==> src/aes_pkg.sv <==
/*
 * Shared types, constants and GF(2^8) helpers for the AES-128 engine.
 * Every RTL module imports this package. It also holds the S-box table.
 */

package aes_pkg;

	//////////////////////////////
	// sizes
	//////////////////////////////

	localparam int NUM_COLUMNS = 4;
	localparam int NUM_ROUNDS = 10;
	localparam int BLOCK_BITS = 128;

	// one state byte
	typedef logic [7:0] byte_t;
	// one column, row 0 in the top byte
	typedef byte_t [0:3] word_t;
	// full block, w0 in bits 127:96
	typedef word_t [0:NUM_COLUMNS-1] block_t;
	// round number 0..10
	typedef logic [3:0] round_t;

	typedef enum logic [1:0] {
		ctrl_idle,
		ctrl_run,
		ctrl_done
	} ctrl_state_e;

	// controller to key path and datapath
	typedef struct packed {
		logic start;
		logic advance;
		logic final_round;
		round_t round;
	} round_ctrl_t;

	//////////////////////////////
	// substitution table
	//////////////////////////////

	localparam byte_t SBOX [0:255] = '{
		8'h63, 8'h7c, 8'h77, 8'h7b, 8'hf2, 8'h6b, 8'h6f, 8'hc5,
		8'h30, 8'h01, 8'h67, 8'h2b, 8'hfe, 8'hd7, 8'hab, 8'h76,
		8'hca, 8'h82, 8'hc9, 8'h7d, 8'hfa, 8'h59, 8'h47, 8'hf0,
		8'had, 8'hd4, 8'ha2, 8'haf, 8'h9c, 8'ha4, 8'h72, 8'hc0,
		8'hb7, 8'hfd, 8'h93, 8'h26, 8'h36, 8'h3f, 8'hf7, 8'hcc,
		8'h34, 8'ha5, 8'he5, 8'hf1, 8'h71, 8'hd8, 8'h31, 8'h15,
		8'h04, 8'hc7, 8'h23, 8'hc3, 8'h18, 8'h96, 8'h05, 8'h9a,
		8'h07, 8'h12, 8'h80, 8'he2, 8'heb, 8'h27, 8'hb2, 8'h75,
		8'h09, 8'h83, 8'h2c, 8'h1a, 8'h1b, 8'h6e, 8'h5a, 8'ha0,
		8'h52, 8'h3b, 8'hd6, 8'hb3, 8'h29, 8'he3, 8'h2f, 8'h84,
		8'h53, 8'hd1, 8'h00, 8'hed, 8'h20, 8'hfc, 8'hb1, 8'h5b,
		8'h6a, 8'hcb, 8'hbe, 8'h39, 8'h4a, 8'h4c, 8'h58, 8'hcf,
		8'hd0, 8'hef, 8'haa, 8'hfb, 8'h43, 8'h4d, 8'h33, 8'h85,
		8'h45, 8'hf9, 8'h02, 8'h7f, 8'h50, 8'h3c, 8'h9f, 8'ha8,
		8'h51, 8'ha3, 8'h40, 8'h8f, 8'h92, 8'h9d, 8'h38, 8'hf5,
		8'hbc, 8'hb6, 8'hda, 8'h21, 8'h10, 8'hff, 8'hf3, 8'hd2,
		8'hcd, 8'h0c, 8'h13, 8'hec, 8'h5f, 8'h97, 8'h44, 8'h17,
		8'hc4, 8'ha7, 8'h7e, 8'h3d, 8'h64, 8'h5d, 8'h19, 8'h73,
		8'h60, 8'h81, 8'h4f, 8'hdc, 8'h22, 8'h2a, 8'h90, 8'h88,
		8'h46, 8'hee, 8'hb8, 8'h14, 8'hde, 8'h5e, 8'h0b, 8'hdb,
		8'he0, 8'h32, 8'h3a, 8'h0a, 8'h49, 8'h06, 8'h24, 8'h5c,
		8'hc2, 8'hd3, 8'hac, 8'h62, 8'h91, 8'h95, 8'he4, 8'h79,
		8'he7, 8'hc8, 8'h37, 8'h6d, 8'h8d, 8'hd5, 8'h4e, 8'ha9,
		8'h6c, 8'h56, 8'hf4, 8'hea, 8'h65, 8'h7a, 8'hae, 8'h08,
		8'hba, 8'h78, 8'h25, 8'h2e, 8'h1c, 8'ha6, 8'hb4, 8'hc6,
		8'he8, 8'hdd, 8'h74, 8'h1f, 8'h4b, 8'hbd, 8'h8b, 8'h8a,
		8'h70, 8'h3e, 8'hb5, 8'h66, 8'h48, 8'h03, 8'hf6, 8'h0e,
		8'h61, 8'h35, 8'h57, 8'hb9, 8'h86, 8'hc1, 8'h1d, 8'h9e,
		8'he1, 8'hf8, 8'h98, 8'h11, 8'h69, 8'hd9, 8'h8e, 8'h94,
		8'h9b, 8'h1e, 8'h87, 8'he9, 8'hce, 8'h55, 8'h28, 8'hdf,
		8'h8c, 8'ha1, 8'h89, 8'h0d, 8'hbf, 8'he6, 8'h42, 8'h68,
		8'h41, 8'h99, 8'h2d, 8'h0f, 8'hb0, 8'h54, 8'hbb, 8'h16
	};

	// byte-wise substitution of a whole word
	function automatic word_t sub_word(input word_t w);
		word_t result;
		for (int i = 0; i < 4; i++) begin
			result[i] = SBOX[w[i]];
		end
		return result;
	endfunction

	// multiply by x, reduce by x^8+x^4+x^3+x+1
	function automatic byte_t xtime(input byte_t b);
		return {b[6:0], 1'b0} ^ (b[7] ? 8'h1b : 8'h00);
	endfunction

	// round constant sits in the top byte of the word
	function automatic word_t rcon_of(input round_t r);
		byte_t rc;
		case (r)
			4'd1: rc = 8'h01;
			4'd2: rc = 8'h02;
			4'd3: rc = 8'h04;
			4'd4: rc = 8'h08;
			4'd5: rc = 8'h10;
			4'd6: rc = 8'h20;
			4'd7: rc = 8'h40;
			4'd8: rc = 8'h80;
			4'd9: rc = 8'h1b;
			4'd10: rc = 8'h36;
			default: rc = 8'h00;
		endcase
		return {rc, 24'h000000};
	endfunction

endpackage
==> src/aes_state_feed.sv <==
/*
 * Cipher state register. It reloads from the round collector every clock
 * and hands each lane its column with ShiftRows already applied.
 */

`timescale 1ns/1ps

module aes_state_feed (
	input logic clk,
	input logic reset,
	input aes_pkg::block_t next_state,
	output aes_pkg::word_t lane_in [aes_pkg::NUM_COLUMNS]
);
	import aes_pkg::*;

	// state[c][r] is row r of column c
	block_t state_q;

	always_ff @(posedge clk) begin
		if (reset) begin
			state_q <= '0;
		end else begin
			state_q <= next_state;
		end
	end

	//////////////////////////////
	// ShiftRows while dealing
	//////////////////////////////

	// row r rotated left by r, so lane c takes row r from column c+r.
	// SubBytes is byte-local, so shifting ahead of it changes nothing
	always_comb begin
		for (int c = 0; c < NUM_COLUMNS; c++) begin
			for (int r = 0; r < 4; r++) begin
				lane_in[c][r] = state_q[(c + r) % NUM_COLUMNS][r];
			end
		end
	end

endmodule

==> config.mk <==
export PLATFORM = sky130hd
export DESIGN_NAME = aes_state_feed
export DESIGN_NICKNAME = d
export VERILOG_FILES = /design/src/aes_pkg.sv /design/src/aes_state_feed.sv
export SDC_FILE = /design/constraint.sdc
export NUM_CORES = 1
export LEC_CHECK = 0
export BUFFER_PORTS_ARGS = -buffer_cell sky130_fd_sc_hd__buf_2
export CORE_MARGIN = 8
export CORE_UTILIZATION = 44
export CTS_BUF_LIST = sky130_fd_sc_hd__clkbuf_8
export DETAILED_ROUTE_END_ITERATION = 16
export PLACE_DENSITY = 0.95
export SLEW_MARGIN = 40
export SYNTH_ARGS = -nofsm -noshare
export SYNTH_HDL_FRONTEND = slang
export SYNTH_SLANG_ARGS = --single-unit
==> constraint.sdc <==
create_clock -name clk -period 1.4 [get_ports clk]
set_input_delay 0.14 -clock clk [delete_from_list [all_inputs] [get_ports clk]]
set_output_delay 0.14 -clock clk [all_outputs]
set_load 0.02 [all_outputs]
==> results.yml <==
drt:
  drc: 0
  wl_per_cell_microns: 19.1
  drtIter0Drc: 89
  ant_nets: 0
  num_vias: 3518
  drt-vias-per-instance: 4.49
  drt_wl_total_microns: 14900
  first_pass_iters: 4
global_route:
  grt_pass1_wl_microns: 22200
  grt_usage_pct: 26.4
  grt_overflow: 0
  first_global_vias: 4104
  grt_max_degree: 129
  antenna_found_initial: 7
clock_network:
  cts_max_level: 4
  cts_buffers: 17
  cts.clk_slew.worst_paths_ps: 70
  cts-resized-gates: 0
  cts_num_sinks: 128
  ctsRootBufferMaster: "clkbuf_8"
  clockBufferDepth: 2
  cts_tree: "yes"
placed_design:
  gp_congestion: 0.798
  dp_hpwl_microns: 8220
  place_inst: 616
  io_buffers: 257
  place_area_sq_um: 4800
yosys:
  synth_warnings: 0
  synth_nets: 400
  synthTopCellsByCount: "dfxtp_1, nor2b_1, buf_4, buf_2, buf_6"
  synthTopCellsByArea: "dfxtp_1, nor2b_1, buf_4"
  synth_top_area_share_pct: 74.0
  synth-edff-count: 0
  yosys_register_bits: 128
  yosys.area.top_type: "dfxtp_1"
  syn_avg_cell_area_sq_um: 12.8
  synthCells: 270
  synthArstFlopShare_pct: 0
  synthFlopType: "dfxtp_1"
  ys_seq_area_share_pct: 74.0
  ys_types: 5
  synth_area_sq_um: 3460
worst_setup_path:
  critPathKind: "flip-flop to output port"
  worst_setup_path_start_kind: "flip-flop"
  required_ps: 1260
  crit_fanout: 1
  worst-path-buf-inv: 1
  endpoint_kind: "output port"
  worstPathArrival_ps: 950
  crit_chain: "buf_2"
  cp_top_family: "flip-flops"
  slowest_stage: "dfxtp_1"
  crit_path_max_incr_delay_ps: 350
floorplan:
  die_y_microns: 105
  std_cell_rows: 32
  core_sq_um: 7690
  start_util_pct: 45.1
  dieWidth_microns: 105
  io_pins: 258
  dieArea_sq_um: 11000
finish:
  largest_reg_flops: 128
  drive_gt1_share_pct: 43.0
  layout.nets: 791
  area_growth_pct: 90.5
  design_area_sq_um: 6600
  stdcell_count: 783
sta:
  fin_crit_ps: 1090
  maxSlewViolCount: 0
  rsz0062_at_grt: "false"
  period_share_pct: 77.5
  hold_viol: 0
  slew_headroom_pct: 65.3
  fmax_mhz: 922
  tightestPinTransition_ps: 521
  fin_hold_ws_ps: 269
  fin_tns_setup_ps: 0
  finalSetupViolations: 0
min_path:
  hp-class: "input port to flip-flop"
run_status:
  status: "finished clean"
pwr:
  peakVddDrop_mv: 0.912
  p_per_area_nw_per_um2: 1360
  p_leak_uw: 0.00326
flow_run:
  cap_viol_max_count: 0
[power breakdown]
group          switching [uW]  internal [uW]
Combinational             581            586
Sequential               62.7           3840
Clock                    1440           2460
Total                    2080           6880
[cell families (layout without fill, tap and decap cells)]
kind of cell	count (synthesis)	after routing	synth area share (%)
simple gates	128	128	23.1
flops	128	128	74.0
other cells	0	7	0
buf+inv	14	418	2.93
[metrics by stage]
stage	total power, uW	utilization, %	setup slack (ps)
detailed placement	4800	62.4	469
global placement	4770	62.4	505
CTS	8940	85.6	299
global route	9260	85.9	276
finish	8960	85.9	315
floorplan	4400	-	784
[path summary, 6_finish.rpt]
check   startpoint           end  slack, ps  cells past startpoint
min          reset  lane_in[122]        270                      3
max    lane_in[17]   lane_in[17]        310                      1
[placed cells by master, fill, tap and decap left out]
cell	n
buf_2	256
nor2b_1	128
dlygate4sd3_1	128
dfxtp_1	128
clkbuf_8	20
diode_2	7
bufinv_16	6
clkinv_4	2
inv_6	2
clkinvlp_4	1
clkinv_2	1
buf_4	1
buf_12	1
[metal layers]
metal  wire, microns  track usage (%)  vias up
met3            1310             10.9       59
met1            4820             22.2     1631
met5               0                0        -
met2            8080             50.0      229
met4             722             16.8        0
li1                -                -     1599
[timing repair]
item,CTS,global route
hold buffers,128,0
setup buffers,0,0
hold endpoints to repair,128,0
[layout make-up]
cell class / instances / area (sq um)
diodes: 7 / 17.5
clock buffers: 20 / 275
clock inverters: 12 / 228
fillers: 361 / 1090
multi-input cells: 128 / 801
flip-flops and latches: 128 / 2560
well taps: 102 / 128
repair buffers: 386 / 2590
No activity file was read; power rests on OpenSTA's default activity.
