<file path="src/aes_pkg.sv">
/*
 * Shared types, constants and GF(2^8) helpers for the AES-128 engine.
 * Every RTL module imports this package. It also holds the S-box table.
 */

package aes_pkg;

	//////////////////////////////
	// sizes
	//////////////////////////////

	localparam int NUM_COLUMNS = 4;
	localparam int NUM_ROUNDS = 10;
	localparam int BLOCK_BITS = 128;

	// one state byte
	typedef logic [7:0] byte_t;
	// one column, row 0 in the top byte
	typedef byte_t [0:3] word_t;
	// full block, w0 in bits 127:96
	typedef word_t [0:NUM_COLUMNS-1] block_t;
	// round number 0..10
	typedef logic [3:0] round_t;

	typedef enum logic [1:0] {
		ctrl_idle,
		ctrl_run,
		ctrl_done
	} ctrl_state_e;

	// controller to key path and datapath
	typedef struct packed {
		logic start;
		logic advance;
		logic final_round;
		round_t round;
	} round_ctrl_t;

	//////////////////////////////
	// substitution table
	//////////////////////////////

	localparam byte_t SBOX [0:255] = '{
		8'h63, 8'h7c, 8'h77, 8'h7b, 8'hf2, 8'h6b, 8'h6f, 8'hc5,
		8'h30, 8'h01, 8'h67, 8'h2b, 8'hfe, 8'hd7, 8'hab, 8'h76,
		8'hca, 8'h82, 8'hc9, 8'h7d, 8'hfa, 8'h59, 8'h47, 8'hf0,
		8'had, 8'hd4, 8'ha2, 8'haf, 8'h9c, 8'ha4, 8'h72, 8'hc0,
		8'hb7, 8'hfd, 8'h93, 8'h26, 8'h36, 8'h3f, 8'hf7, 8'hcc,
		8'h34, 8'ha5, 8'he5, 8'hf1, 8'h71, 8'hd8, 8'h31, 8'h15,
		8'h04, 8'hc7, 8'h23, 8'hc3, 8'h18, 8'h96, 8'h05, 8'h9a,
		8'h07, 8'h12, 8'h80, 8'he2, 8'heb, 8'h27, 8'hb2, 8'h75,
		8'h09, 8'h83, 8'h2c, 8'h1a, 8'h1b, 8'h6e, 8'h5a, 8'ha0,
		8'h52, 8'h3b, 8'hd6, 8'hb3, 8'h29, 8'he3, 8'h2f, 8'h84,
		8'h53, 8'hd1, 8'h00, 8'hed, 8'h20, 8'hfc, 8'hb1, 8'h5b,
		8'h6a, 8'hcb, 8'hbe, 8'h39, 8'h4a, 8'h4c, 8'h58, 8'hcf,
		8'hd0, 8'hef, 8'haa, 8'hfb, 8'h43, 8'h4d, 8'h33, 8'h85,
		8'h45, 8'hf9, 8'h02, 8'h7f, 8'h50, 8'h3c, 8'h9f, 8'ha8,
		8'h51, 8'ha3, 8'h40, 8'h8f, 8'h92, 8'h9d, 8'h38, 8'hf5,
		8'hbc, 8'hb6, 8'hda, 8'h21, 8'h10, 8'hff, 8'hf3, 8'hd2,
		8'hcd, 8'h0c, 8'h13, 8'hec, 8'h5f, 8'h97, 8'h44, 8'h17,
		8'hc4, 8'ha7, 8'h7e, 8'h3d, 8'h64, 8'h5d, 8'h19, 8'h73,
		8'h60, 8'h81, 8'h4f, 8'hdc, 8'h22, 8'h2a, 8'h90, 8'h88,
		8'h46, 8'hee, 8'hb8, 8'h14, 8'hde, 8'h5e, 8'h0b, 8'hdb,
		8'he0, 8'h32, 8'h3a, 8'h0a, 8'h49, 8'h06, 8'h24, 8'h5c,
		8'hc2, 8'hd3, 8'hac, 8'h62, 8'h91, 8'h95, 8'he4, 8'h79,
		8'he7, 8'hc8, 8'h37, 8'h6d, 8'h8d, 8'hd5, 8'h4e, 8'ha9,
		8'h6c, 8'h56, 8'hf4, 8'hea, 8'h65, 8'h7a, 8'hae, 8'h08,
		8'hba, 8'h78, 8'h25, 8'h2e, 8'h1c, 8'ha6, 8'hb4, 8'hc6,
		8'he8, 8'hdd, 8'h74, 8'h1f, 8'h4b, 8'hbd, 8'h8b, 8'h8a,
		8'h70, 8'h3e, 8'hb5, 8'h66, 8'h48, 8'h03, 8'hf6, 8'h0e,
		8'h61, 8'h35, 8'h57, 8'hb9, 8'h86, 8'hc1, 8'h1d, 8'h9e,
		8'he1, 8'hf8, 8'h98, 8'h11, 8'h69, 8'hd9, 8'h8e, 8'h94,
		8'h9b, 8'h1e, 8'h87, 8'he9, 8'hce, 8'h55, 8'h28, 8'hdf,
		8'h8c, 8'ha1, 8'h89, 8'h0d, 8'hbf, 8'he6, 8'h42, 8'h68,
		8'h41, 8'h99, 8'h2d, 8'h0f, 8'hb0, 8'h54, 8'hbb, 8'h16
	};

	// byte-wise substitution of a whole word
	function automatic word_t sub_word(input word_t w);
		word_t result;
		for (int i = 0; i < 4; i++) begin
			result[i] = SBOX[w[i]];
		end
		return result;
	endfunction

	// multiply by x, reduce by x^8+x^4+x^3+x+1
	function automatic byte_t xtime(input byte_t b);
		return {b[6:0], 1'b0} ^ (b[7] ? 8'h1b : 8'h00);
	endfunction

	// round constant sits in the top byte of the word
	function automatic word_t rcon_of(input round_t r);
		byte_t rc;
		case (r)
			4'd1: rc = 8'h01;
			4'd2: rc = 8'h02;
			4'd3: rc = 8'h04;
			4'd4: rc = 8'h08;
			4'd5: rc = 8'h10;
			4'd6: rc = 8'h20;
			4'd7: rc = 8'h40;
			4'd8: rc = 8'h80;
			4'd9: rc = 8'h1b;
			4'd10: rc = 8'h36;
			default: rc = 8'h00;
		endcase
		return {rc, 24'h000000};
	endfunction

endpackage
</file>
<file path="src/aes_control.sv">
/*
 * Round sequencer. A falling load starts a run of ten rounds,
 * one per clock, and done follows until load rises again.
 */

`timescale 1ns/1ps

module aes_control (
	input logic clk,
	input logic reset,
	input logic load,
	output aes_pkg::round_ctrl_t round_ctrl,
	output logic done
);
	import aes_pkg::*;

	ctrl_state_e state_q;
	ctrl_state_e state_d;
	round_t round_q;
	logic load_q;
	logic start_q;

	// start pulse: previous sample high, current sample low
	always_ff @(posedge clk) begin
		if (reset) begin
			load_q <= 1'b0;
			start_q <= 1'b0;
			state_q <= ctrl_idle;
			round_q <= '0;
			done <= 1'b0;
		end else begin
			load_q <= load;
			start_q <= load_q & ~load;
			state_q <= state_d;
			// round 1 on entry, then count up
			if (state_d == ctrl_run) begin
				round_q <= (state_q == ctrl_run) ? round_q + 4'd1 : 4'd1;
			end else if (state_d == ctrl_idle) begin
				round_q <= '0;
			end
			// one cycle behind the done state
			done <= (state_q == ctrl_done) && !load;
		end
	end

	// load high always wins and drops back to idle
	always_comb begin
		state_d = state_q;
		if (load) begin
			state_d = ctrl_idle;
		end else begin
			case (state_q)
				ctrl_idle: if (start_q) state_d = ctrl_run;
				ctrl_run: if (round_q == round_t'(NUM_ROUNDS)) state_d = ctrl_done;
				ctrl_done: state_d = ctrl_done;
				default: state_d = ctrl_idle;
			endcase
		end
	end

	assign round_ctrl.start = start_q;
	assign round_ctrl.advance = (state_q == ctrl_run);
	assign round_ctrl.final_round = (state_q == ctrl_run) && (round_q == round_t'(NUM_ROUNDS));
	assign round_ctrl.round = round_q;

	a_round_bound: assert property (@(posedge clk) disable iff (reset)
		round_ctrl.round <= round_t'(NUM_ROUNDS))
		else $error("round counter ran past the last round");

	a_start_not_in_run: assert property (@(posedge clk) disable iff (reset)
		!(round_ctrl.start && round_ctrl.advance))
		else $error("start arrived during a running encryption");

endmodule

</file>
<file path="config.mk">
export PLATFORM = sky130hd
export DESIGN_NAME = aes_control
export DESIGN_NICKNAME = d
export VERILOG_FILES = /design/src/aes_pkg.sv /design/src/aes_control.sv
export SDC_FILE = /design/constraint.sdc
export NUM_CORES = 1
export LEC_CHECK = 0
export BUFFER_PORTS_ARGS = -buffer_cell sky130_fd_sc_hd__buf_2
export CORE_AREA = 2 2 39 41
export CTS_BUF_LIST = sky130_fd_sc_hd__clkbuf_4 sky130_fd_sc_hd__clkbuf_8
export DETAILED_ROUTE_END_ITERATION = 10
export DIE_AREA = 0 0 41 43
export SLEW_MARGIN = 20
export SYNTH_ARGS = -nofsm -noshare
export SYNTH_HDL_FRONTEND = slang
export SYNTH_SLANG_ARGS = --single-unit
</file>
<file path="constraint.sdc">
create_clock -name clk -period 1.7 [get_ports clk]
set_clock_uncertainty 0.15 [all_clocks]
set_input_delay 0.17 -clock clk [delete_from_list [all_inputs] [get_ports clk]]
set_output_delay 0.17 -clock clk [all_outputs]
set_load 0.03 [all_outputs]
</file>
==> flow_metrics.tcl <==
set metrics [dict create \
    status "finished clean" \
    worst-path-buf-inv 2 \
    track_usage_pct 11.9 \
    synth-adder-area-share_pct 5.87 \
    grt_pass1_vias 343 \
    final_nets 67 \
    drive_gt1_share_pct 39.3 \
    n_antenna_cell 0 \
    synth_edf_count 0 \
    netlist_instances 44 \
    synth_top_family_by_area "simple AND/OR/NAND/NOR gates" \
    clk_pin_slew_ps 60 \
    drc 0 \
    synth_area_um2 427 \
    core_area_um2 1380 \
    crit_arrival_ps 1330 \
    fmax_ghz 0.608 \
    tightestPinTransition_ps 384 \
    ys_types 25 \
    yosys.area.top_type_share_pct 42.2 \
    drtPass1Iterations 3 \
    post_dp_cell_area_um2 487 \
    avgSynthCellArea_um2 9.70 \
    antenna_found_initial 0 \
    n_fill_cell 150 \
    drv_cap 0 \
    slowest_stage "dfxtp_4" \
    grt_first_pass_wirelength_mm 1.40 \
    postRouteAntennaNets 0 \
    path_class "reg -> out" \
    io_pins 11 \
    ys_warn_count 0 \
    slew_headroom_pct 74.0 \
    ys_seq_area_share_pct 42.2 \
    max_stage_delay_ps 360 \
    finish.utilization_pct 41.4 \
    setup_violations 0 \
    fin_area_um2 573 \
    htreeDepth 1 \
    root_buffer "clkbuf_4" \
    syn_nets 49 \
    power.density_nw_per_um2 728 \
    die_w_um 41 \
    critPathLaunchType "register" \
    vias_per_cell 5.05 \
    synthArstFlopShare_pct 0 \
    yosys.area_share.simple_pct 29.9 \
    end_kind "primary output" \
    gr-total-overflow 0 \
    pre_cts_ws_ps 177 \
    clkLatencyLatePin_ps 260 \
    wl_per_cell_um 11.7 \
    yosysTopAreaCell "dfxtp_1" \
    synth_area_leaders "dfxtp_1, ha_1, nor2b_1" \
    cp_max_fo 5 \
    worst_hold_path_type "in -> reg" \
    grt_max_degree 12 \
    synth_compound_area_share_pct 18.2 \
    clockBufferDepth 2 \
    required_ps 1380 \
    first_iter_violations 4 \
    synth_most_common_cell "dfxtp_1" \
    finalWorstSetupSlack_ps 54.1 \
    fin_crit_ps 1650 \
    crit_chain "inv_2 > ha_2 > nand4b_1 > nor2_2 > buf_6" \
    cp_top_family "flip-flops" \
    synthMuxAreaShare_pct 0 \
    holdWs_ps 40.5 \
    multi_input_area_um2 235 \
    finalHoldViolCount 0 \
    register_area_um2 185 \
    initial_core_util_pct 30.8 \
    synth_ff_type "dfxtp_1" \
    syn_to_final_growth_pct 34.3 \
    p_leak_uw 0.000238 \
    cts_made_buffers 3 \
    cts.sinks 9 \
    total_power_uw 417 \
    drv_slew 0 \
    period_share_pct 96.8 \
    dieArea_um2 1760 \
    place_congestion 0.703 \
    synth_seq_cells 9 \
    cts_tree "done" \
    die_y_um 43 \
    io_buffers 10 \
    core.rowCount 14 \
    peakVddDrop_v 0.000382 \
    synth_xor_area_share_pct 0 \
    wirelength_um 904 \
    synth_commonest_cells "dfxtp_1, nor2b_1" \
    via_count 389 \
]
[layout make-up]
cell class,instances,area share [%]
Clock buffer,4,5.24
Sequential cell,9,32.3
Tap cell,16,3.49
Timing Repair Buffer,15,17.2
Multi-Input combinational cell,32,41.0
Inverter,1,0.655
[routing by layer]
| metal | part of all wire, % | routed length, µm | track usage [%] | vias to the layer above |
|---|---|---|---|---|
| met3 | 3.0 | 27 | 3.14 | 2 |
| met5 | 0 | 0 | 0 | - |
| met2 | 50 | 454 | 16.6 | 8 |
| met4 | 1.4 | 13 | 8.00 | 0 |
| met1 | 45 | 409 | 15.4 | 176 |
| li1 | - | - | - | 203 |
[layout by cell type (no fill, tap or decap)]
master,instances
buf_2,9
dfxtp_1,7
nor2b_1,4
clkbuf_4,4
buf_4,3
nand4b_1,2
o21ai_0,2
a21oi_1,2
nand2_1,2
nor4b_1,2
a32oi_1,2
dlygate4sd3_1,2
inv_2,1
nor2_2,1
or2_4,1
nor3_1,1
nor3b_1,1
and4b_1,1
nor2_1,1
o31ai_1,1
o21a_1,1
nand3_1,1
or4b_1,1
o22ai_1,1
and2_1,1
o21ba_2,1
o41ai_1,1
ha_2,1
ha_1,1
buf_6,1
dfxtp_4,1
dfxtp_2,1
[sequential cells by signal, summed over array words and instances, names as in the netlist]
signal and cells:
round_q 4, load_q 1, start_q 1, state_q 2
done 1
[logic make-up (layout without fill, tap and decap cells)]
kind of cell / Yosys count / in the layout
flip-flops: 9 / 9
buffers and inverters: 3 / 20
adder cells (fa/ha/maj): 2 / 2
AND/OR/NAND/NOR: 19 / 19
AO/OA/AOI/OAI: 11 / 11
[path summary, 6_finish.rpt]
| path | cells after the start | slack [ps] | startpoint | end |
|---|---|---|---|---|
| hold reg to reg | 1 | 270 | load_q | start_q |
| setup / recovery | 5 | 50 | round_q[0] | round_ctrl[4] |
| setup reg to reg | 5 | 320 | round_q[0] | round_q[0] |
| hold / removal | 2 | 40 | load | load_q |
[metrics by stage]
step	TNS, ps	instances
2_1_floorplan	0	44
3_3_place_gp	0	68
3_5_place_dp	0	68
4_1_cts	0	74
5_1_grt	-7.56	77
6_report	0	77
[power by group]
part           internal [µW]  switching [µW]
logic                   11.1            12.6
registers                212            1.73
clock network            106            73.3
[repair_timing]
item / CTS / global route
setup buffers: 0 / 3
gates resized for setup: 3 / 4
hold endpoints to repair: 2 / 0
setup endpoints to repair: 1 / 1
hold buffers: 2 / 0
pin swaps: 0 / 1
Power figures use the tool's default switching activity.
