===== config.mk =====
export PLATFORM = sky130hd
export DESIGN_NAME = aes_round_collect
export DESIGN_NICKNAME = d
export VERILOG_FILES = /design/src/aes_pkg.sv /design/src/aes_round_collect.sv
export SDC_FILE = /design/constraint.sdc
export NUM_CORES = 1
export LEC_CHECK = 0
export BUFFER_PORTS_ARGS = -buffer_cell sky130_fd_sc_hd__buf_2
export CELL_PAD_IN_SITES_DETAIL_PLACEMENT = 0
export CELL_PAD_IN_SITES_GLOBAL_PLACEMENT = 1
export CORE_AREA = 10 10 297 299
export DETAILED_ROUTE_END_ITERATION = 16
export DIE_AREA = 0 0 307 309
export PLACE_DENSITY_LB_ADDON = 0.1
export SETUP_SLACK_MARGIN = 0.3
export SLEW_MARGIN = 20
export SYNTH_ARGS = -nofsm -noshare
export SYNTH_HDL_FRONTEND = slang
export SYNTH_SLANG_ARGS = --single-unit

===== constraint.sdc =====
create_clock -name clk -period 1 [get_ports clk]
set_input_delay 0.1 -clock clk [delete_from_list [all_inputs] [get_ports clk]]
set_output_delay 0.1 -clock clk [all_outputs]
set_load 0.005 [all_outputs]

===== src/aes_pkg.sv =====
/*
 * Shared types, constants and GF(2^8) helpers for the AES-128 engine.
 * Every RTL module imports this package. It also holds the S-box table.
 */

package aes_pkg;

	//////////////////////////////
	// sizes
	//////////////////////////////

	localparam int NUM_COLUMNS = 4;
	localparam int NUM_ROUNDS = 10;
	localparam int BLOCK_BITS = 128;

	// one state byte
	typedef logic [7:0] byte_t;
	// one column, row 0 in the top byte
	typedef byte_t [0:3] word_t;
	// full block, w0 in bits 127:96
	typedef word_t [0:NUM_COLUMNS-1] block_t;
	// round number 0..10
	typedef logic [3:0] round_t;

	typedef enum logic [1:0] {
		ctrl_idle,
		ctrl_run,
		ctrl_done
	} ctrl_state_e;

	// controller to key path and datapath
	typedef struct packed {
		logic start;
		logic advance;
		logic final_round;
		round_t round;
	} round_ctrl_t;

	//////////////////////////////
	// substitution table
	//////////////////////////////

	localparam byte_t SBOX [0:255] = '{
		8'h63, 8'h7c, 8'h77, 8'h7b, 8'hf2, 8'h6b, 8'h6f, 8'hc5,
		8'h30, 8'h01, 8'h67, 8'h2b, 8'hfe, 8'hd7, 8'hab, 8'h76,
		8'hca, 8'h82, 8'hc9, 8'h7d, 8'hfa, 8'h59, 8'h47, 8'hf0,
		8'had, 8'hd4, 8'ha2, 8'haf, 8'h9c, 8'ha4, 8'h72, 8'hc0,
		8'hb7, 8'hfd, 8'h93, 8'h26, 8'h36, 8'h3f, 8'hf7, 8'hcc,
		8'h34, 8'ha5, 8'he5, 8'hf1, 8'h71, 8'hd8, 8'h31, 8'h15,
		8'h04, 8'hc7, 8'h23, 8'hc3, 8'h18, 8'h96, 8'h05, 8'h9a,
		8'h07, 8'h12, 8'h80, 8'he2, 8'heb, 8'h27, 8'hb2, 8'h75,
		8'h09, 8'h83, 8'h2c, 8'h1a, 8'h1b, 8'h6e, 8'h5a, 8'ha0,
		8'h52, 8'h3b, 8'hd6, 8'hb3, 8'h29, 8'he3, 8'h2f, 8'h84,
		8'h53, 8'hd1, 8'h00, 8'hed, 8'h20, 8'hfc, 8'hb1, 8'h5b,
		8'h6a, 8'hcb, 8'hbe, 8'h39, 8'h4a, 8'h4c, 8'h58, 8'hcf,
		8'hd0, 8'hef, 8'haa, 8'hfb, 8'h43, 8'h4d, 8'h33, 8'h85,
		8'h45, 8'hf9, 8'h02, 8'h7f, 8'h50, 8'h3c, 8'h9f, 8'ha8,
		8'h51, 8'ha3, 8'h40, 8'h8f, 8'h92, 8'h9d, 8'h38, 8'hf5,
		8'hbc, 8'hb6, 8'hda, 8'h21, 8'h10, 8'hff, 8'hf3, 8'hd2,
		8'hcd, 8'h0c, 8'h13, 8'hec, 8'h5f, 8'h97, 8'h44, 8'h17,
		8'hc4, 8'ha7, 8'h7e, 8'h3d, 8'h64, 8'h5d, 8'h19, 8'h73,
		8'h60, 8'h81, 8'h4f, 8'hdc, 8'h22, 8'h2a, 8'h90, 8'h88,
		8'h46, 8'hee, 8'hb8, 8'h14, 8'hde, 8'h5e, 8'h0b, 8'hdb,
		8'he0, 8'h32, 8'h3a, 8'h0a, 8'h49, 8'h06, 8'h24, 8'h5c,
		8'hc2, 8'hd3, 8'hac, 8'h62, 8'h91, 8'h95, 8'he4, 8'h79,
		8'he7, 8'hc8, 8'h37, 8'h6d, 8'h8d, 8'hd5, 8'h4e, 8'ha9,
		8'h6c, 8'h56, 8'hf4, 8'hea, 8'h65, 8'h7a, 8'hae, 8'h08,
		8'hba, 8'h78, 8'h25, 8'h2e, 8'h1c, 8'ha6, 8'hb4, 8'hc6,
		8'he8, 8'hdd, 8'h74, 8'h1f, 8'h4b, 8'hbd, 8'h8b, 8'h8a,
		8'h70, 8'h3e, 8'hb5, 8'h66, 8'h48, 8'h03, 8'hf6, 8'h0e,
		8'h61, 8'h35, 8'h57, 8'hb9, 8'h86, 8'hc1, 8'h1d, 8'h9e,
		8'he1, 8'hf8, 8'h98, 8'h11, 8'h69, 8'hd9, 8'h8e, 8'h94,
		8'h9b, 8'h1e, 8'h87, 8'he9, 8'hce, 8'h55, 8'h28, 8'hdf,
		8'h8c, 8'ha1, 8'h89, 8'h0d, 8'hbf, 8'he6, 8'h42, 8'h68,
		8'h41, 8'h99, 8'h2d, 8'h0f, 8'hb0, 8'h54, 8'hbb, 8'h16
	};

	// byte-wise substitution of a whole word
	function automatic word_t sub_word(input word_t w);
		word_t result;
		for (int i = 0; i < 4; i++) begin
			result[i] = SBOX[w[i]];
		end
		return result;
	endfunction

	// multiply by x, reduce by x^8+x^4+x^3+x+1
	function automatic byte_t xtime(input byte_t b);
		return {b[6:0], 1'b0} ^ (b[7] ? 8'h1b : 8'h00);
	endfunction

	// round constant sits in the top byte of the word
	function automatic word_t rcon_of(input round_t r);
		byte_t rc;
		case (r)
			4'd1: rc = 8'h01;
			4'd2: rc = 8'h02;
			4'd3: rc = 8'h04;
			4'd4: rc = 8'h08;
			4'd5: rc = 8'h10;
			4'd6: rc = 8'h20;
			4'd7: rc = 8'h40;
			4'd8: rc = 8'h80;
			4'd9: rc = 8'h1b;
			4'd10: rc = 8'h36;
			default: rc = 8'h00;
		endcase
		return {rc, 24'h000000};
	endfunction

endpackage

===== src/aes_round_collect.sv =====
/*
 * Joins the lane columns and adds the round key to form the next state.
 * Seeds the state with plaintext xor key at start and keeps the
 * ciphertext from the final round.
 */

`timescale 1ns/1ps

module aes_round_collect (
	input logic clk,
	input logic reset,
	input aes_pkg::round_ctrl_t round_ctrl,
	input aes_pkg::block_t plaintext,
	input aes_pkg::block_t round_key,
	input aes_pkg::block_t key,
	input aes_pkg::word_t lane_out [aes_pkg::NUM_COLUMNS],
	output aes_pkg::block_t next_state,
	output aes_pkg::block_t ciphertext
);
	import aes_pkg::*;

	block_t joined;
	block_t round_result;

	always_comb begin
		for (int k = 0; k < NUM_COLUMNS; k++) begin
			joined[k] = lane_out[k];
		end
	end

	// AddRoundKey
	assign round_result = joined ^ round_key;
	// initial key addition at start
	assign next_state = round_ctrl.start ? (plaintext ^ key) : round_result;

	always_ff @(posedge clk) begin
		if (reset) begin
			ciphertext <= '0;
		end else if (round_ctrl.advance && round_ctrl.final_round) begin
			ciphertext <= round_result;
		end
	end

endmodule


==> flow_summary_export.csv <==
group,metric,value,unit
synthesis,synth_area,8720,sq um
detailed_routing,wl_per_cell,19.6,um
worst_setup_path,crit_start,"round_ctrl[6]",
floorplanning,rows,105,
synthesis,synth_edf_count,0,
worst_setup_path,critPathKind,"primary input to output port",
final_layout,layout.nets,2339,
worst_setup_path,r2r_cells,3,
floorplanning,die-height,309,um
global_routing,grt_usage,11.2,%
detailed_routing,avgViaCountPerCell,3.49,
power,power_leakage,0.00795,uW
clock_tree,holdBufCountCts,1,
final_layout,final_cells,2901,
floorplanning,die_area,94900,sq um
synthesis,synth_nets,1360,
clock_tree,clock_path_buffers,2,
worst_setup_path,crit_fanout,6,
worst_setup_path,crit_end,"next_state[10]",
worst_setup_path,timing.rr.end,"ciphertext[111]",
synthesis,synthFlopType,"dfxtp_1",
sta,fin_tns_setup,-6210,ps
clock_tree,h-tree-depth,4,
final_layout,seq_area,2740,sq um
global_routing,grt_pass1_vias,11500,
status,status,"finished, violations left",
sta,setup_viol,169,
sta,skew,0,ps
synthesis,synth_top_family_by_area,"XOR/XNOR gates",
synthesis,synth-seq-area-share,29.4,%
worst_setup_path,worstSetupEndpointType,"output port",
clock_tree,clockRootBuffer,"clkbuf_16",
synthesis,synthTopCellsByArea,"dfxtp_1 (29%), xnor2_1 (26%), a211oi_2 (17%)",
min_path,hold_path_depth,3,
clock_tree,clock_sinks,128,
status,violations,"hold timing, setup timing",
synthesis,yosysMostFrequentCell,"xnor2_1",
detailed_routing,drc,0,
floorplanning,core,81800,sq um
synthesis,synth_top_cell_by_area,"dfxtp_1",
floorplanning,io_pins,777,
sta,rsz0062_at_grt,"yes",
sta,fin_ws,-115,ps
synthesis,async_flop_share,0,%
final_layout,fill_cells,9084,
synthesis,synthCells,839,
detailed_routing,via_count,10100,
sta,finalCriticalPeriod,1110,ps
final_layout,fin_area,18100,sq um
detailed_routing,postRouteAntennaNets,0,
sta,final-hold-violation-count,2,
place,place_area,15400,sq um
sta,fin_crit_sh,111,%
place,dp.cells,2816,
clock_tree,cts_tree,"built",
synthesis,synth_fa_ha_area_share,0,%
synthesis,ys_ff_latch,128,
final_layout,drive_above_1_share,75.3,%
final_layout,multi_input_area,6140,sq um
synthesis,synthMuxAreaShare,14.7,%
worst_setup_path,arrival,1010,ps
min_path,hp-class,"primary input to register",
final_layout,regMostFlops,"ciphertext",
synthesis,yosys-top-cells-count,"xnor2_1 (256), a21oi_1 (128), dfxtp_1 (128), mux2i_1 (128), a211oi_2 (120)",
floorplanning,chipWidth,307,um
worst_setup_path,r2r_start,"ciphertext[111]",
global_routing,grt_max_degree,24,
clock_tree,numCtsBuffers,17,
synthesis,avgSynthCellArea,10.4,sq um
sta,tightest_slew,486,ps
place,place.gp.congestion,0.755,
global_routing,overflow,0,
worst_setup_path,cp-start-kind,"primary input",
global_routing,grt_pass1_wl,77900,um
flow_run,cap_viol_max_count,0,
synthesis,synth-compound-area-share,25.2,%
sta,drv_slew,0,
floorplanning,initial_utilization,10.7,%
min_path,worstHoldStart,"round_key[39]",
detailed_routing,drt-initial-drc-count,255,
detailed_routing,firstDrtPassIters,4,
power,ir_drop,1150,uV
synthesis,synthSimpleGateAreaFrac,0.100,%
final_layout,reg_top3,"ciphertext: 128 flops",
synthesis,synth_xor_area_share,25.7,%
detailed_routing,wl,56700,um
final_layout,final_core_utilization,22.1,%
place,hpwlAfterDp,47700,um
worst_setup_path,required,900,ps
worst_setup_path,ff2ff_setup_slack,260,ps
sta,slew_headroom,67.4,%
clock_tree,clock_latency,460,ps
sta,timing.hold.ws,-21.5,ps
place,port-buffer-count,772,
sta,max_freq,0.897,GHz
synthesis,synth_top_area_share,29.4,%
final_layout,largest_reg_flops,128,
power,powerDensity,1120,nW/um^2
synthesis,synth-warning-count,0,
clock_tree,cts.clk_slew.worst_paths,70,ps
synthesis,synthDistinctLibCells,11,
final_layout,syn2layout_area_growth,108,%
global_routing,antenna_found_initial,4,
[worst max-delay path: stages]
cell and delay, ps:
clkbuf_16 130, buf_12 110, buf_16 160, buf_8 130, mux2i_1 210, buf_2 160
[metrics by stage]
step	total power [uW]	hold WS, ps	worst slack (ps)
floorplan	8700	327	205
global placement	13000	463	-393
detailed placement	13000	465	-361
CTS	20700	-74.2	-136
global route	21600	-35.6	-181
finish	20400	-21.5	-115
[per-layer routing]
metal  wire [um]  vias to the layer above  GRT usage, %  part of all wire, %
li1            -                     4967             -                    -
met4         642                        2          2.53                  1.1
met1       20000                     4701          10.8                   35
met5          13                        -             0                0.023
met2       31800                      414          22.1                   56
met3        4370                       34          4.40                  7.7
[cell type report]
type,instances,area share (%)
Sequential cell,128,15.1
Clock inverter,12,0.801
Multi-Input combinational cell,641,33.9
Antenna cell,2,0.0276
Timing Repair Buffer,1030,40.4
Clock buffer,18,2.37
Tap cell,1070,7.38
[repair_timing]
| item | in CTS | in global routing |
|---|---|---|
| pin swaps | 26 | 26 |
| cloned | 7 | 2 |
| resized for setup | 353 | 62 |
| endpoints found under the hold margin | 26 | 5 |
| setup endpoints to repair | 263 | 313 |
| setup buffers | 30 | 13 |
[power by group]
group	internal, uW	switching [uW]
Combinational	4530	3530
Sequential	5530	276
Clock	3850	2660
Total	13900	6460
[worst min-delay path by stage]
| stage | to |
|---|---|
| final | ciphertext[39] |
| after global placement | ciphertext[23] |
| after detailed placement | ciphertext[118] |
| after global routing | ciphertext[118] |
| after floorplan | ciphertext[15] |
| after CTS | ciphertext[39] |
[logic make-up after synthesis]
family                    after synthesis
DFF                                   128
muxes                                 128
xor gates and xnor gates              256
and+or+nand+nor                         1
AOI/OAI and AO/OA                     256
buffers and inverters                  70
[placed cells by master, fill, tap and decap left out]
master / netlist / layout
buf_2: 48 / 639
xnor2_1: 256 / 252
buf_4: 4 / 198
buf_6: 12 / 142
a211oi_2: 120 / 124
dfxtp_2: 0 / 122
mux2i_1: 128 / 118
a21oi_1: 128 / 76
a21oi_2: 0 / 45
buf_12: 0 / 26
clkbuf_16: 0 / 20
buf_16: 0 / 10
buf_8: 0 / 10
a21oi_4: 0 / 7
mux2i_4: 0 / 6
dfxtp_4: 0 / 6
clkinv_2: 0 / 5
mux2i_2: 0 / 4
a211oi_1: 8 / 4
clkinvlp_4: 0 / 4
bufinv_16: 0 / 3
diode_2: 0 / 2
xnor2_4: 0 / 2
xnor2_2: 0 / 2
and2_4: 1 / 1
clkbuf_1: 6 / 1
dlygate4sd3_1: 0 / 1
clkbuf_8: 0 / 1
Note: power is estimated with default switching activity, not from simulation.
