<file path="config.mk">
export PLATFORM = sky130hd
export DESIGN_NAME = aes_spi_port
export DESIGN_NICKNAME = d
export VERILOG_FILES = /design/src/aes_pkg.sv /design/src/aes_spi_port.sv
export SDC_FILE = /design/constraint.sdc
export NUM_CORES = 1
export LEC_CHECK = 0
export CAP_MARGIN = 15
export CORE_AREA = 2 2 150 152
export CTS_BUF_LIST = sky130_fd_sc_hd__clkbuf_4
export DETAILED_ROUTE_END_ITERATION = 10
export DIE_AREA = 0 0 152 154
export DONT_BUFFER_PORTS = 1
export GPL_ROUTABILITY_DRIVEN = 0
export PLACE_DENSITY = 0.75
export SYNTH_ARGS = -nofsm -noshare
export SYNTH_HDL_FRONTEND = slang
export SYNTH_SLANG_ARGS = --single-unit
</file>
<file path="constraint.sdc">
create_clock -name clk -period 13.25 [get_ports clk]
set_input_delay 0.6625 -clock clk [delete_from_list [all_inputs] [get_ports clk]]
set_output_delay 0.6625 -clock clk [all_outputs]
set_load 0.02 [all_outputs]
</file>
<file path="src/aes_pkg.sv">
/*
 * Shared types, constants and GF(2^8) helpers for the AES-128 engine.
 * Every RTL module imports this package. It also holds the S-box table.
 */

package aes_pkg;

	//////////////////////////////
	// sizes
	//////////////////////////////

	localparam int NUM_COLUMNS = 4;
	localparam int NUM_ROUNDS = 10;
	localparam int BLOCK_BITS = 128;

	// one state byte
	typedef logic [7:0] byte_t;
	// one column, row 0 in the top byte
	typedef byte_t [0:3] word_t;
	// full block, w0 in bits 127:96
	typedef word_t [0:NUM_COLUMNS-1] block_t;
	// round number 0..10
	typedef logic [3:0] round_t;

	typedef enum logic [1:0] {
		ctrl_idle,
		ctrl_run,
		ctrl_done
	} ctrl_state_e;

	// controller to key path and datapath
	typedef struct packed {
		logic start;
		logic advance;
		logic final_round;
		round_t round;
	} round_ctrl_t;

	//////////////////////////////
	// substitution table
	//////////////////////////////

	localparam byte_t SBOX [0:255] = '{
		8'h63, 8'h7c, 8'h77, 8'h7b, 8'hf2, 8'h6b, 8'h6f, 8'hc5,
		8'h30, 8'h01, 8'h67, 8'h2b, 8'hfe, 8'hd7, 8'hab, 8'h76,
		8'hca, 8'h82, 8'hc9, 8'h7d, 8'hfa, 8'h59, 8'h47, 8'hf0,
		8'had, 8'hd4, 8'ha2, 8'haf, 8'h9c, 8'ha4, 8'h72, 8'hc0,
		8'hb7, 8'hfd, 8'h93, 8'h26, 8'h36, 8'h3f, 8'hf7, 8'hcc,
		8'h34, 8'ha5, 8'he5, 8'hf1, 8'h71, 8'hd8, 8'h31, 8'h15,
		8'h04, 8'hc7, 8'h23, 8'hc3, 8'h18, 8'h96, 8'h05, 8'h9a,
		8'h07, 8'h12, 8'h80, 8'he2, 8'heb, 8'h27, 8'hb2, 8'h75,
		8'h09, 8'h83, 8'h2c, 8'h1a, 8'h1b, 8'h6e, 8'h5a, 8'ha0,
		8'h52, 8'h3b, 8'hd6, 8'hb3, 8'h29, 8'he3, 8'h2f, 8'h84,
		8'h53, 8'hd1, 8'h00, 8'hed, 8'h20, 8'hfc, 8'hb1, 8'h5b,
		8'h6a, 8'hcb, 8'hbe, 8'h39, 8'h4a, 8'h4c, 8'h58, 8'hcf,
		8'hd0, 8'hef, 8'haa, 8'hfb, 8'h43, 8'h4d, 8'h33, 8'h85,
		8'h45, 8'hf9, 8'h02, 8'h7f, 8'h50, 8'h3c, 8'h9f, 8'ha8,
		8'h51, 8'ha3, 8'h40, 8'h8f, 8'h92, 8'h9d, 8'h38, 8'hf5,
		8'hbc, 8'hb6, 8'hda, 8'h21, 8'h10, 8'hff, 8'hf3, 8'hd2,
		8'hcd, 8'h0c, 8'h13, 8'hec, 8'h5f, 8'h97, 8'h44, 8'h17,
		8'hc4, 8'ha7, 8'h7e, 8'h3d, 8'h64, 8'h5d, 8'h19, 8'h73,
		8'h60, 8'h81, 8'h4f, 8'hdc, 8'h22, 8'h2a, 8'h90, 8'h88,
		8'h46, 8'hee, 8'hb8, 8'h14, 8'hde, 8'h5e, 8'h0b, 8'hdb,
		8'he0, 8'h32, 8'h3a, 8'h0a, 8'h49, 8'h06, 8'h24, 8'h5c,
		8'hc2, 8'hd3, 8'hac, 8'h62, 8'h91, 8'h95, 8'he4, 8'h79,
		8'he7, 8'hc8, 8'h37, 8'h6d, 8'h8d, 8'hd5, 8'h4e, 8'ha9,
		8'h6c, 8'h56, 8'hf4, 8'hea, 8'h65, 8'h7a, 8'hae, 8'h08,
		8'hba, 8'h78, 8'h25, 8'h2e, 8'h1c, 8'ha6, 8'hb4, 8'hc6,
		8'he8, 8'hdd, 8'h74, 8'h1f, 8'h4b, 8'hbd, 8'h8b, 8'h8a,
		8'h70, 8'h3e, 8'hb5, 8'h66, 8'h48, 8'h03, 8'hf6, 8'h0e,
		8'h61, 8'h35, 8'h57, 8'hb9, 8'h86, 8'hc1, 8'h1d, 8'h9e,
		8'he1, 8'hf8, 8'h98, 8'h11, 8'h69, 8'hd9, 8'h8e, 8'h94,
		8'h9b, 8'h1e, 8'h87, 8'he9, 8'hce, 8'h55, 8'h28, 8'hdf,
		8'h8c, 8'ha1, 8'h89, 8'h0d, 8'hbf, 8'he6, 8'h42, 8'h68,
		8'h41, 8'h99, 8'h2d, 8'h0f, 8'hb0, 8'h54, 8'hbb, 8'h16
	};

	// byte-wise substitution of a whole word
	function automatic word_t sub_word(input word_t w);
		word_t result;
		for (int i = 0; i < 4; i++) begin
			result[i] = SBOX[w[i]];
		end
		return result;
	endfunction

	// multiply by x, reduce by x^8+x^4+x^3+x+1
	function automatic byte_t xtime(input byte_t b);
		return {b[6:0], 1'b0} ^ (b[7] ? 8'h1b : 8'h00);
	endfunction

	// round constant sits in the top byte of the word
	function automatic word_t rcon_of(input round_t r);
		byte_t rc;
		case (r)
			4'd1: rc = 8'h01;
			4'd2: rc = 8'h02;
			4'd3: rc = 8'h04;
			4'd4: rc = 8'h08;
			4'd5: rc = 8'h10;
			4'd6: rc = 8'h20;
			4'd7: rc = 8'h40;
			4'd8: rc = 8'h80;
			4'd9: rc = 8'h1b;
			4'd10: rc = 8'h36;
			default: rc = 8'h00;
		endcase
		return {rc, 24'h000000};
	endfunction

endpackage
</file>
<file path="src/aes_spi_port.sv">
/*
 * SPI mode 0 slave port, oversampled by clk.
 * Shifts plaintext then key in while load is high and
 * shifts the ciphertext out MSB first once done rises.
 */

`timescale 1ns/1ps

module aes_spi_port #(
	parameter int SYNC_STAGES = 2
) (
	input logic clk,
	input logic reset,
	input logic sck,
	input logic sdi,
	input logic load,
	input logic done,
	input aes_pkg::block_t ciphertext,
	output logic sdo,
	output aes_pkg::block_t key,
	output aes_pkg::block_t plaintext
);
	import aes_pkg::*;

	// synchronizer chains, newest sample in bit 0
	logic [SYNC_STAGES-1:0] sck_sync;
	logic [SYNC_STAGES-1:0] sdi_sync;
	logic sck_prev;
	logic sck_rise;
	logic sck_fall;
	logic sdi_s;
	// {plaintext, key}
	logic [2*BLOCK_BITS-1:0] in_q;
	logic [BLOCK_BITS-1:0] out_q;
	logic [BLOCK_BITS-1:0] cipher_bits;
	logic done_q;
	logic done_rise;

	//////////////////////////////
	// sck and sdi into clk
	//////////////////////////////

	always_ff @(posedge clk) begin
		if (reset) begin
			sck_sync <= '0;
			sdi_sync <= '0;
			sck_prev <= 1'b0;
			done_q <= 1'b0;
		end else begin
			sck_sync <= {sck_sync[SYNC_STAGES-2:0], sck};
			sdi_sync <= {sdi_sync[SYNC_STAGES-2:0], sdi};
			sck_prev <= sck_sync[SYNC_STAGES-1];
			done_q <= done;
		end
	end

	// sdi taken from the same stage as the edge, so it lines up
	assign sdi_s = sdi_sync[SYNC_STAGES-1];
	assign sck_rise = sck_sync[SYNC_STAGES-1] & ~sck_prev;
	assign sck_fall = ~sck_sync[SYNC_STAGES-1] & sck_prev;
	assign done_rise = done & ~done_q;

	//////////////////////////////
	// input shifter
	//////////////////////////////

	always_ff @(posedge clk) begin
		if (load && sck_rise) begin
			in_q <= {in_q[2*BLOCK_BITS-2:0], sdi_s};
		end
	end

	assign plaintext = in_q[2*BLOCK_BITS-1:BLOCK_BITS];
	assign key = in_q[BLOCK_BITS-1:0];

	//////////////////////////////
	// output shifter
	//////////////////////////////

	assign cipher_bits = ciphertext;

	always_ff @(posedge clk) begin
		if (reset) begin
			out_q <= '0;
		end else if (done_rise) begin
			out_q <= cipher_bits;
		end else if (done && sck_fall) begin
			// next bit onto sdo after the host sampled
			out_q <= {out_q[BLOCK_BITS-2:0], 1'b0};
		end
	end

	// msb shown in the same cycle done rises, before the shifter is loaded
	assign sdo = done_rise ? cipher_bits[BLOCK_BITS-1] : out_q[BLOCK_BITS-1];

	a_no_shift_before_done: assert property (@(posedge clk) disable iff (reset)
		!done |=> $stable(out_q))
		else $error("output shifter moved while done was low");

endmodule

</file>
==> results by stage, run 1 <==
Outcome:
- The flow ran to the end, and the final reports show no timing, DRC or antenna violations.

Clocking:
- The buffer levels on the longest clock path is 3.
- The H-tree was split into 3 levels.
- The clock tree from TritonCTS is built.
- The clock tree root driver cell is sky130_fd_sc_hd__clkbuf_4.
- The clock reaches the later pin of the worst-skew pair after 0.69 ns.
- The hold buffer count at CTS is 1.
- The number of instances resized during post-cts repair is 0.
- The post-CTS setup repair buffer count is 0.
- The clock buffer count from CTS is 92.
- CTS saw between 300 and 400 sinks.
- The clock-pin slew reported for the worst setup and hold paths after clock tree synthesis is 0.07 ns.

Final layout:
- The number of fill cells is roughly 1.5k.
- In the final layout, the share of cells above drive strength 1 is 18.7%.
- The register area is 0.0104 sq mm.
- At the end of the flow, the number of nets in the layout was 907.
- Cells fill 65.5% of the core in the end.
- The synthesis-to-layout area growth is 10.3%.
- The footprint of the multi-input gates is 0.00223 sq mm.

Place:
- Port buffering added 0 buffers.
- The HPWL after detailed placement is 18.8 mm.

Floorplan:
- For this design the top-level I/O count stands at 391.
- The floorplan step defined a die boundary enclosing 0.0234 sq mm.
- In this run the horizontal extent of the chip is 152 um.
- The standard cell core area is between 0.02 and 0.025 sq mm.
- For this configuration, the core starts out at a cell density of 59.4%.
- The floorplan row count is 54.
- Measured along the y axis, the die boundary spans 154 um.

Setup path:
- The maximum fanout along the worst path is 86.
- The arrival time of the worst setup path is 4.19 ns.
- The register-to-register path setup slack is 9.65 ns.
- The critical path endpoint category is a flip-flop.
- The required time at the worst-slack endpoint is roughly 14 ns.
- The depth of the most critical reg-to-reg path is 5.
- The end of the worst register-to-register path is out_q[125].
- The critical path class is reg2reg.
- The startpoint kind of the worst setup timing path is a flip-flop.
- The startpoint of the lowest-slack register-to-register path is done_q.

STA:
- Based on the critical path, the design can be clocked at up to 277 MHz.
- The max-slew violation total from the final report is 0.
- In the finished design, the share of the clock period the worst path needs comes to 27.2%.
- The count of final hold-check violations is 0.
- For the final routed database, the setup TNS stands at 0 ns.
- Setup repair after global routing left no endpoint under its margin.
- On the final layout, the worst clock skew is about 0.044 ns.
- The minimum clock period after layout is ~3.6 ns.
- For the pin with the worst max-slew slack, the measured transition is 1.07 ns.
- The setup-violating endpoint count in the final report is 0.
- The relative max-transition margin is 28.6%.

GRT:
- The largest net degree at the start of global routing is ~100.
- The number of antenna violations at the first check in global routing is 1.
- Global routing used 23.7% of the available tracks.
- The leftover overflow at the end of global routing is 0.
- The wire length of the first global-routing pass is 42.7 mm.
- The via count of the first global-routing pass is around 6.9k.

Synth:
- After synthesis, the most frequently instantiated cells are sky130_fd_sc_hd__edfxtp_1, sky130_fd_sc_hd__dfxtp_1, sky130_fd_sc_hd__a221o_1, sky130_fd_sc_hd__and3_1, sky130_fd_sc_hd__clkbuf_1.
- The number of enable flip-flop cells after synthesis is 256.
- The count of synthesis-stage warnings from yosys is 0.
- When the netlist entered floorplanning its net count stood at roughly 860.
- Ranked by total cell area, the synthesized netlist is headed by sky130_fd_sc_hd__edfxtp_1, sky130_fd_sc_hd__dfxtp_1, sky130_fd_sc_hd__a221o_1.
- The count of distinct cell types in the synthesized netlist is 21.
- sky130_fd_sc_hd__edfxtp_1 takes more of the synthesized area than any other cell.
- The gate count after technology mapping is 727.
- The share of the Yosys chip area taken by registers is 80.5%.
- A synthesized cell averages between 15 and 20 sq um.
- The fraction of registers with async set/reset is 0%.
- The register bit count reported by yosys is 390.
- The post-synthesis instance area is between 0.01 and 0.015 sq mm.
- The flip-flop cell with the highest count after synthesis is sky130_fd_sc_hd__edfxtp_1.
- sky130_fd_sc_hd__edfxtp_1 is the most common cell in the netlist.
- Summed over its instances, the top area cell type makes up 59.7% of the synthesized netlist area.

Power and ir drop:
- VDD sags by at most 77.1 uV.
- The power per standard cell area is 164 mW/mm^2.
- Summed over all cells, the static leakage comes to 4.71 nW.

Drt:
- The number of detailed-routing iterations run before antenna repair is 5.
- After detailed routing, the number of remaining DRC violations is 0.
- The post-route antenna net violation count is 0.
- The per-cell via count in the routed design is between 6 and 7.
- The first routing iteration left 524 violations.
- The routed layout has 6982 vias.
- In the final routed layout, each cell accounts on average for 25.9 um.
- After detailed routing, the total wire length is 29.0 mm.

Worst hold path:
- Along the worst hold path, the cell count comes to 1.
- The startpoint identified for the worst hold timing path is reset.
- The kind of path behind the tightest hold check is in2reg.
- The path with the worst hold slack has its endpoint at done_q.

Flow run:
- The number of max-capacitance violations reported is 0.
==> how the worst max path moves through the flow <==
stage	slack, ns	from	cells after the start	to
3_5_place_dp	9.70	done_q	5	out_q[98]
2_1_floorplan	0.97	load	2	in_q[0]
4_1_cts	9.69	done_q	5	out_q[18]
3_3_place_gp	9.94	done_q	5	out_q[96]
6_report	9.65	done_q	5	out_q[125]
5_1_grt	9.34	done_q	5	out_q[7]
==> cells by family (layout without fill, tap and decap cells) <==
family / Yosys count / in the layout / share of synthesized area (%)
buffers and inverters: 57 / 169 / 2.27
AO/OA/AOI/OAI: 129 / 129 / 9.99
AND/OR/NAND/NOR: 151 / 151 / 7.22
other: 0 / 1 / 0
flip-flops: 390 / 390 / 80.5
==> registers in the layout (all words and copies together), names as in the netlist <==
register / count
in_q: 256
sck_prev: 1
done_q: 1
sdi_sync: 2
out_q: 128
sck_sync: 2
==> cells in the final DEF (no fill, tap or decap), drive strengths merged <==
cell,count
and3,125
and4bb,1
a311oi,2
a21oi,1
clkinv,18
nand3b,1
edfxtp,256
nor2b,7
dlygate4sd3,1
nor2,4
clkbuf,137
nand2b,2
a221o,125
dfxtp,134
and2b,1
inv,2
nand3,3
nand2,7
clkinvlp,2
buf,8
bufinv,1
o22ai,1
diode,1
==> report_power, final <==
part / switching, mW / internal, mW / total (mW)
Clock: 0.451 / 0.494 / 0.945
Sequential: 0.0203 / 1.31 / 1.33
Combinational: 0.0321 / 0.0243 / 0.0564
Total: 0.504 / 1.83 / 2.34
==> per-stage QoR <==
| stage | setup WS (ns) | total power [mW] | cells | hold slack, ns | instance area [sq um] |
|---|---|---|---|---|---|
| finish | 9.65 | 2.34 | 1120 | 0.0716 | 14200 |
| global route | 9.34 | 2.43 | 1120 | 0.0166 | 14200 |
| CTS | 9.69 | 2.36 | 1118 | 0.00694 | 14200 |
| detailed placement | 9.70 | 1.42 | 957 | 0.390 | 13000 |
| global placement | 9.94 | 1.41 | 957 | 0.392 | 13000 |
| floorplan | 0.970 | 1.41 | 727 | 0.386 | 12900 |
==> metal layers <==
metal / routed length [um] / share of wire (%) / GRT usage, %
met3: 3840 / 13 / 12.7
met4: 501 / 1.7 / 8.41
met2: 14300 / 49 / 37.6
met1: 10400 / 36 / 27.6
met5: 0 / 0 / 0
==> layout make-up <==
cell class              count  area share [%]
repair buffers              9           0.634
clock inverters            23           0.960
flip-flops and latches    390            73.0
diodes                      1          0.0176
clock buffers             137            7.24
well taps                 280            2.47
multi-input cells         280            15.7
==> worst max-delay path, stage by stage (launching register included) <==
cell	delay [ns]
sky130_fd_sc_hd__dfxtp_2	0.87
sky130_fd_sc_hd__buf_4	0.57
sky130_fd_sc_hd__nand2b_1	0.17
sky130_fd_sc_hd__o22ai_4	0.80
sky130_fd_sc_hd__buf_4	0.80
sky130_fd_sc_hd__a221o_1	0.27
Note: power is estimated with default switching activity, not from simulation.
==> inputs of run 2 (changes only) <==
--- a/config.mk
+++ b/config.mk
@@ -5,14 +5,14 @@
 export SDC_FILE = /design/constraint.sdc
 export NUM_CORES = 1
 export LEC_CHECK = 0
+export ABC_AREA = 1
 export CAP_MARGIN = 15
-export CORE_AREA = 2 2 150 152
+export CORE_UTILIZATION = 60
 export CTS_BUF_LIST = sky130_fd_sc_hd__clkbuf_4
 export DETAILED_ROUTE_END_ITERATION = 10
-export DIE_AREA = 0 0 152 154
 export DONT_BUFFER_PORTS = 1
 export GPL_ROUTABILITY_DRIVEN = 0
-export PLACE_DENSITY = 0.75
+export PLACE_DENSITY = 0.76
 export SYNTH_ARGS = -nofsm -noshare
 export SYNTH_HDL_FRONTEND = slang
 export SYNTH_SLANG_ARGS = --single-unit
==> constraint.sdc (replaced) <==
create_clock -name clk -period 3.63 [get_ports clk]
set_input_delay 0.1815 -clock clk [delete_from_list [all_inputs] [get_ports clk]]
set_output_delay 0.1815 -clock clk [all_outputs]
set_load 0.02 [all_outputs]
==> run 2 against run 1 <==
Against the previous run:
- maximum frequency up 6.8%
- highest routed layer is now met5
- setup slack lost 9.4 ns
- die area up 5.3%
- core utilization up 11 points
==> results by stage, run 2 <==
Outcome:
- The flow ran to the end, and the final reports show no timing, DRC or antenna violations.

Power and ir drop:
- The largest vdd supply drop is 289 uV (+270%).
- The combinational group share of total power is 6.9% (+4.5 points).
- The power per standard cell area is 502 mW/mm^2 (+210%).
- The switching share of total power is 24.0% (+2.5 points).
- The fraction of power consumed by sequential logic was 53.4% (-3.7 points).
- The proportion of power drawn by the clock network is 39.7% (-0.8 points).
- The cell leakage power is 6.02 nW (+28%).
- The internal cell power is 6.85 mW (+270%).
- The total power draw was 9.02 mW (+290%).
- The net switching power figure is 2.17 mW (+330%).

Synth:
- By count the netlist is led by sky130_fd_sc_hd__nand2_1, sky130_fd_sc_hd__edfxtp_1, sky130_fd_sc_hd__nand3_1, sky130_fd_sc_hd__dfxtp_1, sky130_fd_sc_hd__a21oi_1.
- The count of synthesis-stage warnings from yosys is 0 (unchanged).
- The mean post-synth cell area is 11.3 sq um (-36%).
- The cell type contributing the most total cell area after synthesis is sky130_fd_sc_hd__edfxtp_1.
- The area share of the leading cell type in the synthesized netlist is 53.3% (-6.3 points).
- Among all flip-flop cells after synthesis, the most frequent one is sky130_fd_sc_hd__edfxtp_1.
- The fraction of registers with async set/reset is 0% (unchanged).
- The net count after synthesis came to 1408 (+64%).
- The gate count after technology mapping is 1274 (+75%).
- Ranked by total cell area, the synthesized netlist is headed by sky130_fd_sc_hd__edfxtp_1, sky130_fd_sc_hd__dfxtp_1, sky130_fd_sc_hd__nand2_1.
- The count of distinct cell types in the synthesized netlist came to 14 (-33%).
- By instance count, the leading cell after synthesis is sky130_fd_sc_hd__nand2_1.
- The number of enable flip-flop cells after synthesis is 256 (unchanged).
- The post-synthesis instance area is 0.0144 sq mm (+12%).
- The register bit count reported by yosys was 390 (unchanged).
- The sequential fraction of the synthesis area is 72.0% (-8.6 points).

Floorplan:
- The floorplan row count was 56 (+3.7%).
- The area of the die is 0.0246 sq mm (+5.3%).
- The standard cell core area is 0.0235 sq mm (+8.5%).
- The width of the die was 157 um (+3.3%).
- The starting utilization of the core area is 61.2% (+1.8 points).
- The height of the die is 157 um (+1.9%).
- The number of top-level pins is 391 (unchanged).

STA:
- The minimum clock period after layout came to 3.37 ns (-0.230 ns).
- The setup-violating endpoint count in the final report is 0 (unchanged).
- The final clock period utilization by the worst path is 93.0% (+66 points).
- The count of final hold-check violations came to 0 (unchanged).
- The maximum operating frequency was 296 MHz (+6.8%).
- The worst hold slack after final layout is 0.109 ns (+0.0378 ns).
- The max-slew violation total from the final report was 0 (unchanged).
- The relative max-transition margin is 19.5% (-9.1 points).
- Setup repair after global routing left no endpoint under its margin.
- The final setup TNS was 0 ns (unchanged).
- The worst-margin pin slew is 1.21 ns (+0.137 ns).
- The final worst clock skew was 0.0455 ns (+0.00119 ns).

GRT:
- The number of antenna violations at the first check in global routing is 6 (+5).
- The via count of the first global-routing pass is 10.7k (+55%).
- The leftover overflow at the end of global routing is 0 (unchanged).
- The global router's overall resource usage is 31.7% (+8.1 points).
- The wire length of the first global-routing pass is 59.1 mm (+38%).
- The largest net degree at the start of global routing is 135 (+30%).

Final layout:
- Ranked by flip-flop count, first place goes to in_q.
- In the final layout, the registers with the most flip-flops are in_q x256, out_q x128.
- Leaving out fill and tap cells, the most frequent cells in the layout are sky130_fd_sc_hd__nand2_1, sky130_fd_sc_hd__nand3_1, sky130_fd_sc_hd__edfxtp_1.
- The utilization of the core after routing is 76.3% (+11 points).
- The flip-flop count of the largest register, all copies and words added came to 256 (unchanged).
- Leaving out fill and tap cells, the most frequent cell in the layout is sky130_fd_sc_hd__nand2_1.
- The synthesis-to-layout area growth is 24.6%.
- The net total in the final layout is 1650 (+82%).
- The share of layout cells above drive strength 1 is 10.9% (-7.8 points).

Setup path:
- The register-to-register path setup slack came to 0.26 ns (-9.39 ns).
- The worst setup path is captured at a flip-flop.
- STA classifies the critical path startpoint as a flip-flop.
- The maximum fanout along the worst path is 80 (-7.0%).
- The arrival time of the worst setup path is 4.02 ns (-0.17 ns).
- The required time at the worst-slack endpoint is 4.28 ns (-9.56 ns).
- The critical path class is reg2reg.

Drt:
- The number of remaining DRC errors is 0 (unchanged).
- The total via count after detailed routing was 11.2k (+61%).
- The wire length after detailed routing is 40.0 mm (+38%).
- The post-route antenna net violation count is 0 (unchanged).
- The per-cell via count in the routed design is 5.86 (-6.0%).
- The post-detailed-route wirelength per cell came to 20.9 um (-19%).
- The number of violations reported at the end of detailed-routing iteration 0 is 1374 (+160%).
- The number of detailed-routing iterations run before antenna repair was 7 (+2).

Clocking:
- The root buffer cell chosen for the clock tree is sky130_fd_sc_hd__clkbuf_4.
- The level count of the clock H-tree is 3 (unchanged).
- The latest clock arrival within the worst-skew pair came to 0.71 ns (+0.02 ns).
- The post-CTS setup repair buffer count is 0 (unchanged).
- The total clock sinks is 390 (unchanged).
- The clock-pin slew reported for the worst setup and hold paths after clock tree synthesis is 0.08 ns (about the same).
- The buffer levels on the longest clock path is 3 (unchanged).
- The clock buffer count from CTS is 98 (+6.5%).
- The clock tree from TritonCTS is built.

Flow run:
- The number of max-capacitance violations reported is 0 (unchanged).

Place:
- The HPWL after detailed placement was 20.7 mm (+9.9%).
- The count of buffers from port buffering came to 0 (unchanged).

Worst hold path:
- The kind of path behind the tightest hold check is in2reg.
run 2: final timing paths:
kind | cells past startpoint | from | end
worst min register to register | 0 | sdi_sync[1] | in_q[0]
worst max-delay path | 8 | done_q | out_q[46]
worst min-delay path | 3 | done | out_q[112]
worst max register to register | 8 | done_q | out_q[46]
run 2: cell families after synthesis:
family	synth area share (%)
AND/OR/NAND/NOR	19.3
flip-flops	72.0
AO/OA/AOI/OAI	4.45
buffers and inverters	4.29
run 2: metal layers:
| layer | up-vias | track usage, % | part of all wire [%] |
|---|---|---|---|
| li1 | 4965 | - | - |
| met3 | 187 | 10.2 | 11 |
| met4 | 4 | 16.5 | 4.5 |
| met1 | 5288 | 36.4 | 34 |
| met5 | - | 0 | 0.067 |
| met2 | 785 | 53.2 | 50 |
run 2: cell type report:
cell class	count	area (sq um)
diodes	3	7.51
clock buffers	142	1070
clock inverters	36	169
fillers	1377	5590
inverters	7	28.8
multi-input cells	778	3450
flip-flops and latches	390	10400
well taps	319	399
repair buffers	241	2460
run 2: repair_timing:
action,in CTS,in global routing
hold endpoints to repair,146,0
resized for setup,0,0
hold buffers,228,0
run 2: power by group through the flow:
stage / clock network (mW) / registers, mW / logic [mW]
after floorplan: 0 / 4.90 / 0.356
after detailed placement: 0 / 4.91 / 0.346
after global routing: 3.88 / 4.82 / 0.672
after global placement: 0 / 4.90 / 0.337
after CTS: 3.63 / 4.81 / 0.583
final: 3.58 / 4.81 / 0.619
run 2: metrics by stage:
stage                     setup slack, ns  instances  instance area, sq um
final                               0.255       1916                 18000
after global routing                0.177       1916                 18000
after CTS                           0.533       1913                 17900
after detailed placement             1.47       1507                 14400
after global placement               1.53       1507                 14400
after floorplan                    -0.939       1274                 14400
run 2: worst max-delay path, cell delays in order (launching register included):
cell,delay [ns]
sky130_fd_sc_hd__dfxtp_1,0.32
sky130_fd_sc_hd__inv_4,0.42
sky130_fd_sc_hd__buf_4,0.77
sky130_fd_sc_hd__nand3_1,0.24
sky130_fd_sc_hd__dlygate4sd3_1,0.68
sky130_fd_sc_hd__nand2_1,0.09
sky130_fd_sc_hd__nand2_1,0.05
sky130_fd_sc_hd__a21oi_1,0.15
sky130_fd_sc_hd__dlygate4sd3_1,0.60
